--- config.mk ---
export PLATFORM = sky130hd
export DESIGN_NAME = alu_core
export DESIGN_NICKNAME = d
export VERILOG_FILES = /design/src/rtl/alu_pkg.sv /design/src/rtl/alu_core.sv /design/src/rtl/nibble_multiplier.sv /design/src/rtl/ripple_adder.sv /design/src/rtl/shift_rotate_unit.sv
export SDC_FILE = /design/constraint.sdc
export NUM_CORES = 1
export LEC_CHECK = 0
export BUFFER_PORTS_ARGS = -buffer_cell sky130_fd_sc_hd__buf_4
export CORE_MARGIN = 2
export CORE_UTILIZATION = 35
export DETAILED_ROUTE_END_ITERATION = 8
export PLACE_DENSITY = 0.66
export SYNTH_ARGS = -nofsm -noshare
export SYNTH_HDL_FRONTEND = slang
export SYNTH_SLANG_ARGS = --single-unit
--- constraint.sdc ---
create_clock -name vclk -period 6.9
set_input_delay 1.38 -clock vclk [all_inputs]
set_output_delay 1.38 -clock vclk [all_outputs]
set_load 0.02 [all_outputs]
--- src/rtl/alu_pkg.sv ---
// shared definitions for the ALU and RAM block
// operand widths, RAM geometry, ALU opcodes and shift kinds

package alu_pkg;

	// datapath widths
	parameter int DATA_W  = 8;
	// each multiplier operand is the upper half of a word
	parameter int MULT_W  = DATA_W / 2;
	parameter int SHAMT_W = $clog2(DATA_W);

	// RAM geometry
	parameter int RAM_DEPTH  = 512;
	parameter int RAM_ADDR_W = $clog2(RAM_DEPTH);

	//////////////////////////////////////////////////////////////////////
	// ALU opcodes, 12 live and 4 no-ops
	//////////////////////////////////////////////////////////////////////
	typedef enum logic [3:0] {
		OP_NOP0 = 4'd0,
		OP_ADD  = 4'd1,
		OP_SUB  = 4'd2,
		OP_RSB  = 4'd3,
		OP_MULH = 4'd4,
		OP_NOP5 = 4'd5,
		OP_NOP6 = 4'd6,
		OP_NOP7 = 4'd7,
		OP_NOR  = 4'd8,
		OP_NOTB = 4'd9,
		OP_NAND = 4'd10,
		OP_XNOR = 4'd11,
		OP_SRL  = 4'd12,
		OP_SLL  = 4'd13,
		OP_ROR  = 4'd14,
		OP_ROL  = 4'd15
	} alu_op_e;

	// shift network selection, follows the low two opcode bits of the shift group
	typedef enum logic [1:0] {
		SK_SRL = 2'd0,
		SK_SLL = 2'd1,
		SK_ROR = 2'd2,
		SK_ROL = 2'd3
	} shift_kind_e;

endpackage

--- src/rtl/alu_core.sv ---
// 8-bit combinational ALU
// decodes the opcode, feeds the adder, multiplier and shift network,
// computes the bitwise ops and selects the result

`timescale 1ns/10ps

module alu_core #(
	parameter int DATA_W  = alu_pkg::DATA_W,
	parameter int MULT_W  = alu_pkg::MULT_W,
	parameter int SHAMT_W = alu_pkg::SHAMT_W
) (
	input  logic [DATA_W-1:0] a,
	input  logic [DATA_W-1:0] b,
	input  alu_pkg::alu_op_e  op,
	output logic [DATA_W-1:0] y
);

	import alu_pkg::*;

	// adder operands after inversion
	logic [DATA_W-1:0]   add_a;
	logic [DATA_W-1:0]   add_b;
	logic                add_cin;
	logic [DATA_W-1:0]   add_sum;
	logic [2*MULT_W-1:0] mult_p;
	shift_kind_e         sh_kind;
	logic [DATA_W-1:0]   sh_y;

	//////////////////////////////////////////////////////////////////////
	// operand preparation
	//////////////////////////////////////////////////////////////////////
	// subtraction is a + ~b + 1, reverse subtraction ~a + b + 1
	always_comb begin
		add_a   = a;
		add_b   = b;
		add_cin = 1'b0;
		case (op)
			OP_SUB: begin
				add_b   = ~b;
				add_cin = 1'b1;
			end
			OP_RSB: begin
				add_a   = ~a;
				add_cin = 1'b1;
			end
			default: ;
		endcase
	end

	// shift kind from the opcode, only meaningful for the shift group
	always_comb begin
		case (op)
			OP_SRL:  sh_kind = SK_SRL;
			OP_SLL:  sh_kind = SK_SLL;
			OP_ROR:  sh_kind = SK_ROR;
			default: sh_kind = SK_ROL;
		endcase
	end

	// carry out is dropped, results wrap modulo 2**DATA_W
	ripple_adder #(.WIDTH(DATA_W)) u_adder (
		.a(add_a), .b(add_b), .cin(add_cin), .sum(add_sum), .cout()
	);

	// product of the upper halves, low halves ignored
	nibble_multiplier #(.WIDTH(MULT_W)) u_mult (
		.a(a[DATA_W-1 -: MULT_W]), .b(b[DATA_W-1 -: MULT_W]), .product(mult_p)
	);

	shift_rotate_unit #(.WIDTH(DATA_W), .SHAMT_W(SHAMT_W)) u_shift (
		.a(a), .amount(b[SHAMT_W-1:0]), .kind(sh_kind), .y(sh_y)
	);

	//////////////////////////////////////////////////////////////////////
	// result select
	//////////////////////////////////////////////////////////////////////
	always_comb begin
		case (op)
			OP_ADD, OP_SUB, OP_RSB:         y = add_sum;
			OP_MULH:                        y = DATA_W'(mult_p);
			OP_NOR:                         y = ~(a | b);
			// only b is inverted
			OP_NOTB:                        y = ~b;
			OP_NAND:                        y = ~(a & b);
			OP_XNOR:                        y = a ~^ b;
			OP_SRL, OP_SLL, OP_ROR, OP_ROL: y = sh_y;
			// the four no-op codes
			default:                        y = '0;
		endcase
	end

endmodule

--- src/rtl/nibble_multiplier.sv ---
// layered unsigned array multiplier
// one layer per bit of b, each layer retires one product bit

`timescale 1ns/10ps

module nibble_multiplier #(
	parameter int WIDTH = alu_pkg::MULT_W
) (
	input  logic [WIDTH-1:0]   a,
	input  logic [WIDTH-1:0]   b,
	output logic [2*WIDTH-1:0] product
);

	// upper partial sum handed from each layer to the next
	logic [WIDTH-1:0] part [WIDTH];

	//////////////////////////////////////////////////////////////////////
	// multiplier layers
	//////////////////////////////////////////////////////////////////////
	genvar i;
	generate
		for (i = 0; i < WIDTH; i++) begin : g_layer
			// scalar product of a with one bit of b
			logic [WIDTH-1:0] tt;

			assign tt = a & {WIDTH{b[i]}};

			if (i == 0) begin : g_first
				// nothing to add yet, the layer only splits off bit 0
				assign product[0] = tt[0];
				assign part[0]    = {1'b0, tt[WIDTH-1:1]};
			end else begin : g_rest
				// sum is one bit wider to keep the carry
				logic [WIDTH:0] layer_sum;

				assign layer_sum  = {1'b0, tt} + {1'b0, part[i-1]};
				// lsb is finished, the rest moves down one weight
				assign product[i] = layer_sum[0];
				assign part[i]    = layer_sum[WIDTH:1];
			end
		end
	endgenerate

	// final layer holds the upper product bits
	assign product[2*WIDTH-1:WIDTH] = part[WIDTH-1];

endmodule

--- src/rtl/ripple_adder.sv ---
// ripple-carry adder
// chain of full-adder cells, carry enters at bit zero and leaves at the top

`timescale 1ns/10ps

module ripple_adder #(
	parameter int WIDTH = alu_pkg::DATA_W
) (
	input  logic [WIDTH-1:0] a,
	input  logic [WIDTH-1:0] b,
	input  logic             cin,
	output logic [WIDTH-1:0] sum,
	output logic             cout
);

	// carry into each bit, carry[WIDTH] is the final carry out
	logic [WIDTH:0] carry;

	assign carry[0] = cin;

	//////////////////////////////////////////////////////////////////////
	// full-adder cells
	//////////////////////////////////////////////////////////////////////
	genvar i;
	generate
		for (i = 0; i < WIDTH; i++) begin : g_cell
			// half-sum of the two operand bits
			logic hs;

			assign hs = a[i] ^ b[i];
			assign sum[i] = hs ^ carry[i];
			// generate, or propagate an incoming carry
			assign carry[i+1] = (a[i] & b[i]) | (carry[i] & hs);
		end
	endgenerate

	assign cout = carry[WIDTH];

endmodule

--- src/rtl/shift_rotate_unit.sv ---
// shift and rotate network
// builds every shifted and rotated copy of a, then picks one by amount and kind

`timescale 1ns/10ps

module shift_rotate_unit #(
	parameter int WIDTH   = alu_pkg::DATA_W,
	parameter int SHAMT_W = alu_pkg::SHAMT_W
) (
	input  logic [WIDTH-1:0]   a,
	input  logic [SHAMT_W-1:0] amount,
	input  alu_pkg::shift_kind_e kind,
	output logic [WIDTH-1:0]   y
);

	import alu_pkg::*;

	localparam int NUM_AMT = 2 ** SHAMT_W;

	// one copy per possible amount
	logic [WIDTH-1:0] srl_v [NUM_AMT];
	logic [WIDTH-1:0] sll_v [NUM_AMT];
	logic [WIDTH-1:0] ror_v [NUM_AMT];
	logic [WIDTH-1:0] rol_v [NUM_AMT];

	//////////////////////////////////////////////////////////////////////
	// candidate copies, fixed wiring per amount
	//////////////////////////////////////////////////////////////////////
	genvar k;
	generate
		for (k = 0; k < NUM_AMT; k++) begin : g_amt
			// shifts fill with zeros
			assign srl_v[k] = a >> k;
			assign sll_v[k] = a << k;
			// rotates wrap, at k = 0 the wrapped part is empty
			assign ror_v[k] = (a >> k) | (a << (WIDTH - k));
			assign rol_v[k] = (a << k) | (a >> (WIDTH - k));
		end
	endgenerate

	// output select
	always_comb begin
		case (kind)
			SK_SRL:  y = srl_v[amount];
			SK_SLL:  y = sll_v[amount];
			SK_ROR:  y = ror_v[amount];
			default: y = rol_v[amount];
		endcase
	end

endmodule

# Word level (Yosys, flattened, before mapping)
# Cells that the tools add are included.
[word_totals]
ff_bits = 0
in_bits = 20
output_inout_bits = 8
word_cells = 96
[classes]
n_addsub = 3
n_lt_le_gt_ge = 1
eq_ne = 14
mux = 18
bitwise_logic = 56
n_reduce_logical = 4
[ops]
columns = ["op", "count"]
rows = [
  ["$bmux W8 S3", 4],
  ["$mux W8", 10],
  ["$pmux W8 S7", 1],
  ["$eq A4 B4 Y1 const B", 8],
  ["$not A8 Y8", 4],
  ["$pmux W8 S3", 1],
  ["$and A4 B4 Y4", 4],
  ["$xor A1 B1 Y1", 16],
  ["$and A1 B1 Y1", 14],
  ["$add A4 B4 Y5", 2],
  ["$and A8 B8 Y8", 1],
  ["$eq A4 B2 Y1 const B", 2],
  ["$or A2 B8 Y8", 1],
  ["$or A5 B8 Y8", 1],
  ["$or A6 B8 Y8", 1],
  ["$or A7 B8 Y8", 1],
  ["$or A8 B1 Y8", 1],
  ["$or A8 B3 Y8", 1],
  ["$or A8 B4 Y8", 1],
  ["$or A8 B8 Y8", 1],
  ["$xnor A8 B8 Y8", 1],
  ["$or A1 B1 Y1", 7],
  ["$pmux W2 S3", 1],
  ["$add A4 B3 Y5", 1],
  ["other kinds (11)", 11],
]

# Longest topological paths before layout
[depth]
ltp_word = 19
mapped_depth = 19
depth_no_buf = 18

# By module
# A second synthesis with hierarchy kept.
[unflattened]
hier_cells = 327
hier_area_um2 = 2582.5
[modules_own_cells]
columns = ["mod", "instances", "cells_each", "area_per_inst_um2", "seq_area_each_um2"]
rows = [
  ["alu_core", 1, 134, 998.5, 0.0],
  ["shift_rotate_unit", 1, 122, 937.1, 0.0],
  ["nibble_multiplier", 1, 53, 449.2, 0.0],
  ["ripple_adder", 1, 18, 197.7, 0.0],
]

# Least setup slack after synthesis
# No wires, ideal clock.
[synth_timing]
kind = "input port to output port"
startpoint = "in op[0]"
endpoint = "out y[7]"
arrival_time_ns = 5.958
required_time_ns = 5.520
path_slack_ns = -0.438
path_stages = 19
n_path_buf = 3
path_cell_list = "buf_2 -> buf_2 -> buf_1 -> nor2_1 -> xnor2_1 -> fa_1 -> fa_1 -> inv_1 -> fa_1 -> fa_1 -> inv_1 -> fa_1 -> fa_1 -> fa_1 -> xnor2_1 -> xnor2_1 -> xnor2_1 -> nor2_1 -> or4_1"
[synth_between]
elab_chain_len = 19
elab_cells_between_ends = 54
classes_between = "eq/ne: 14; mux: 6; bitwise: 30; reduce/logical: 4"
[synth_lines]
columns = ["element", "line", "source"]
rows = [
  ["start: declaration", "alu_core.sv:14", "input alu_pkg::alu_op_e op,"],
  ["$eq A4 B2 Y1", "alu_core.sv:37, alu_core.sv:78", ""],
  ["$reduce_or A2 Y1 (no line) or $mux W8 (tied branches)", "-", ""],
  ["$mux W1 or $xor A1 B1 Y1 (tied branches)", "alu_core.sv:37, ripple_adder.sv:30", ""],
  ["$and A1 B1 Y1", "ripple_adder.sv:33", "assign carry[i+1] = (a[i] & b[i]) | (carry[i] & hs);"],
  ["$or A1 B1 Y1", "ripple_adder.sv:33", ""],
  ["$and A1 B1 Y1", "ripple_adder.sv:33", ""],
  ["$or A1 B1 Y1", "ripple_adder.sv:33", ""],
  ["$and A1 B1 Y1", "ripple_adder.sv:33", ""],
  ["[... 3 more ...]", "-", ""],
  ["$and A1 B1 Y1", "ripple_adder.sv:33", ""],
  ["$or A1 B1 Y1", "ripple_adder.sv:33", ""],
  ["$and A1 B1 Y1", "ripple_adder.sv:33", ""],
  ["$or A1 B1 Y1", "ripple_adder.sv:33", ""],
  ["$and A1 B1 Y1", "ripple_adder.sv:33", ""],
  ["$or A1 B1 Y1", "ripple_adder.sv:33", ""],
  ["$xor A1 B1 Y1", "ripple_adder.sv:31", "assign sum[i] = hs ^ carry[i];"],
  ["$pmux W8 S7 *", "alu_core.sv:78", "case (op)"],
  ["end: declaration", "alu_core.sv:15", "output logic [DATA_W-1:0] y"],
]
# Mark *: on every way between the ends. The rest lies on a longest branch, timed or not.

# Final worst setup path
[layout_timing]
startpoint = "in op[2]"
endpoint = "out y[7]"
# The elaborated chain is that of the path after synthesis.

==> results by stage <==
Yosys:
- The Yosys warning count is 0.
- The average cell area after synthesis is approximately 7.9 um2.
- Sequential cells were found to cover 0% of the synthesized design area.
- The synthesized netlist net count is between 300 and 400.
- The mapped cell area is between 2000 and 2500 um2.
- The number of distinct library cells after synthesis is 45.
- The gate count of the mapped netlist is 282.

Die:
- The width of the chip is between 80 and 90 um.
- The starting density of the core is 35.62%.
- The number of I/O pins is 28.
- The core box area is ~6300 um2.
- The vertical extent of the die is 83.93 um.
- The die covers just over 7000 um2.
- The site row count is 29.

Finish:
- Measured on the finished design, the core utilization comes to a little over two fifths.
- Of the cells placed in the final design, the portion with a size suffix greater than 1 is a little under a quarter.
- The number of clock buffer instances in the layout is 0.
- The number of diodes is 0.
- The count of flip-flops and latches is 0.
- The final non-filler cell area is roughly 2600 um2.
- The number of standard cells in the layout, taps in and fillers out is about 380.
- After the last flow step, the layout net total stands at 364.
- The flip-flop and latch area is 0 um2.
- From synthesis to final layout, the design area changed by 18.13%.

Setup path:
- STA classifies the critical path endpoint as a primary output.
- In this design, the critical path's most frequently occurring cell is fa_2.
- STA classifies the critical path startpoint as an input pin.
- At the worst endpoint, the arrival time is roughly 5400 ps.
- The cell at the slowest stage of the critical path is or4_4.
- The signal on the critical path passes through buf_8 -> buf_6 -> nor3_4 -> xnor2_2 -> fa_2 -> fa_2 -> inv_2 -> fa_2 -> fa_2 -> inv_2 -> fa_2 -> fa_2 -> fa_2 -> xnor2_2 -> xnor2_1 -> xnor2_1 -> nor2_1 -> or4_4 -> buf_6.
- The required time of the critical path is 5520 ps.
- The most critical setup path has its startpoint at op[2].
- The worst-path maximum fanout is 4.
- The worst path buffer plus inverter count is 5.
- The worst stage delay on the critical path is approximately 490 ps.
- The worst setup path category is input pin to primary output.
- The gate family responsible for the most delay along the worst path is adder cells.

Min path:
- The number of cells on the worst hold path is 3.
- The tightest min-delay check is of the input pin to primary output type.
- The startpoint of the worst hold path is b[2].
- The endpoint of the worst hold-timing path is y[6].

Power:
- The worst-case IR drop observed on VDD is ~0.039 mV.
- The power density of the placed cells is a little under 80 nW/um2.
- For this design the static power due to leakage is 1.226 nW.

GRT:
- The pin count of the biggest net entering global routing is a little over 40.
- The via count of the first global-routing pass is 2171.
- The number of antenna violations at the first check in global routing is 0.
- The wire length of the first global-routing pass is roughly 11000 um.
- Across every metal layer, demand over resource in global routing totals 18.98%.
- Summed over all layers, the global routing overflow is 0.

Placement:
- The number of placed cells counting well taps is 380.
- The placer's final routability congestion estimate is approximately 0.9.
- The cell area after placement is 2589 um2.
- Once detailed placement completed, the half-perimeter wirelength came to between 5000 and 6000 um.
- During placement, the flow inserted port buffers numbering 28.

Drt:
- In the routed design, unresolved DRC markers number 0.
- The ratio of routed vias to standard cells is between 5 and 6.
- Dividing the detail-routed wire length by the instance count gives ~18 um.
- The routed via count is 2205.
- The remaining number of nets flagged by the antenna check after routing is 0.
- The total wire length is about 6700 um.
- The number of DRC markers in iteration 0 is roughly 180.
- The number of search-and-repair iterations in the first detailed-routing pass is 4.

STA:
- The final number of hold-violating endpoints is 0.
- For the final routed database, the setup TNS stands at 0 ps.
- The shortest period the worst path allows is about 6800 ps.
- At the pin with the least slew margin, the transition time is 536.1 ps.
- Derived from the worst setup path, the maximum achievable clock frequency is around 150 MHz.
- Setup repair after global routing could not meet its margin everywhere.
- Hold is met by between 3000 and 4000 ps.
- The part of the cycle the worst path needs is 98.44%.
- The number of setup violations in the final report is 0.
- Headroom to the max-slew limit came out at 64.19%.
- The final-report max-slew violation count was 0.

Run:
- The total of max-cap violations is 0.

Status:
- The run finished with clean final reports.
power by group:
group	internal, mW	switching, mW
sequential	0	0
clock	0	0
combinational	0.0945	0.115
worst max path at each step:
stage,end,depth (start not counted),slack [ps]
2_1_floorplan,y[7],19,20
3_5_place_dp,y[7],20,-4
6_report,y[7],19,110
5_1_grt,y[7],19,-40
3_3_place_gp,y[7],20,70
4_1_cts,y[7],20,0.1
worst min-delay path, stage by stage:
cell	delay, ps
buf_4	190
o221ai_1	200
buf_4	150
routing by layer:
metal	track usage, %	vias up	wire length, um
met5	0	-	0
met4	3.812	0	101
met3	0.7913	8	336
met2	31.93	59	3290
met1	27.16	1059	2967
li1	-	1079	-
cell usage after synthesis (3+ instances only):
library cell	number	share of area, %
a2111oi_0	4	1.6
a211o_1	4	1.6
a211oi_1	8	2.7
a21o_1	9	3.0
a21oi_1	17	3.8
a221o_1	3	1.3
buf_2	8	1.8
clkbuf_1	7	1.2
fa_1	10	9.0
ha_1	28	16
inv_1	22	3.7
inv_2	4	0.67
mux2i_1	12	5.4
mux4_1	5	5.9
mux4_2	6	6.0
nand2_1	17	2.9
nand2b_1	6	1.7
nand3_1	3	0.67
nor2_1	29	4.9
nor2b_1	4	1.1
nor3_1	5	1.1
o211ai_1	3	1.0
o21ai_0	13	2.9
xnor2_1	20	7.8
xor2_1	3	1.2
timing repair:
item	in CTS	in global routing
hold buffers	0	0
buffers inserted	0	1
endpoints found under the setup margin	0	2
hold endpoints to repair	0	0
gates resized for setup	0	14
cells by family after synthesis:
family | after synthesis | share of synthesized area [%]
mux | 25 | 18.30
buf+inv | 45 | 8.338
simple gates | 74 | 15.56
fa+ha+maj | 38 | 24.62
compound gates | 77 | 24.17
xor+xnor | 23 | 9.010
metrics by stage:
stage | power (mW) | worst slack (ps)
5_1_grt | 0.2304 | -38.64
4_1_cts | 0.2043 | 0.1275
3_5_place_dp | 0.2030 | -4.031
6_report | 0.2100 | 107.4
2_1_floorplan | 0.1391 | 15.07
3_3_place_gp | 0.2004 | 72.38
layout by cell type (no fill, tap or decap), types with 7 or more instances in the layout:
master,count
ha_1,28
a211oi_1,8
nor2_1,27
mux2i_1,12
buf_4,38
a21oi_1,17
inv_1,20
xnor2_1,17
o21ai_0,13
a21o_1,9
fa_2,7
nand2_1,15
final cells by class:
type	instances	area, um2
Tap cell	77	96.34
Fill cell	640	3636
Inverter	26	97.59
Timing Repair Buffer	41	322.8
Multi-Input combinational cell	237	2125
Power figures use the tool's default switching activity.
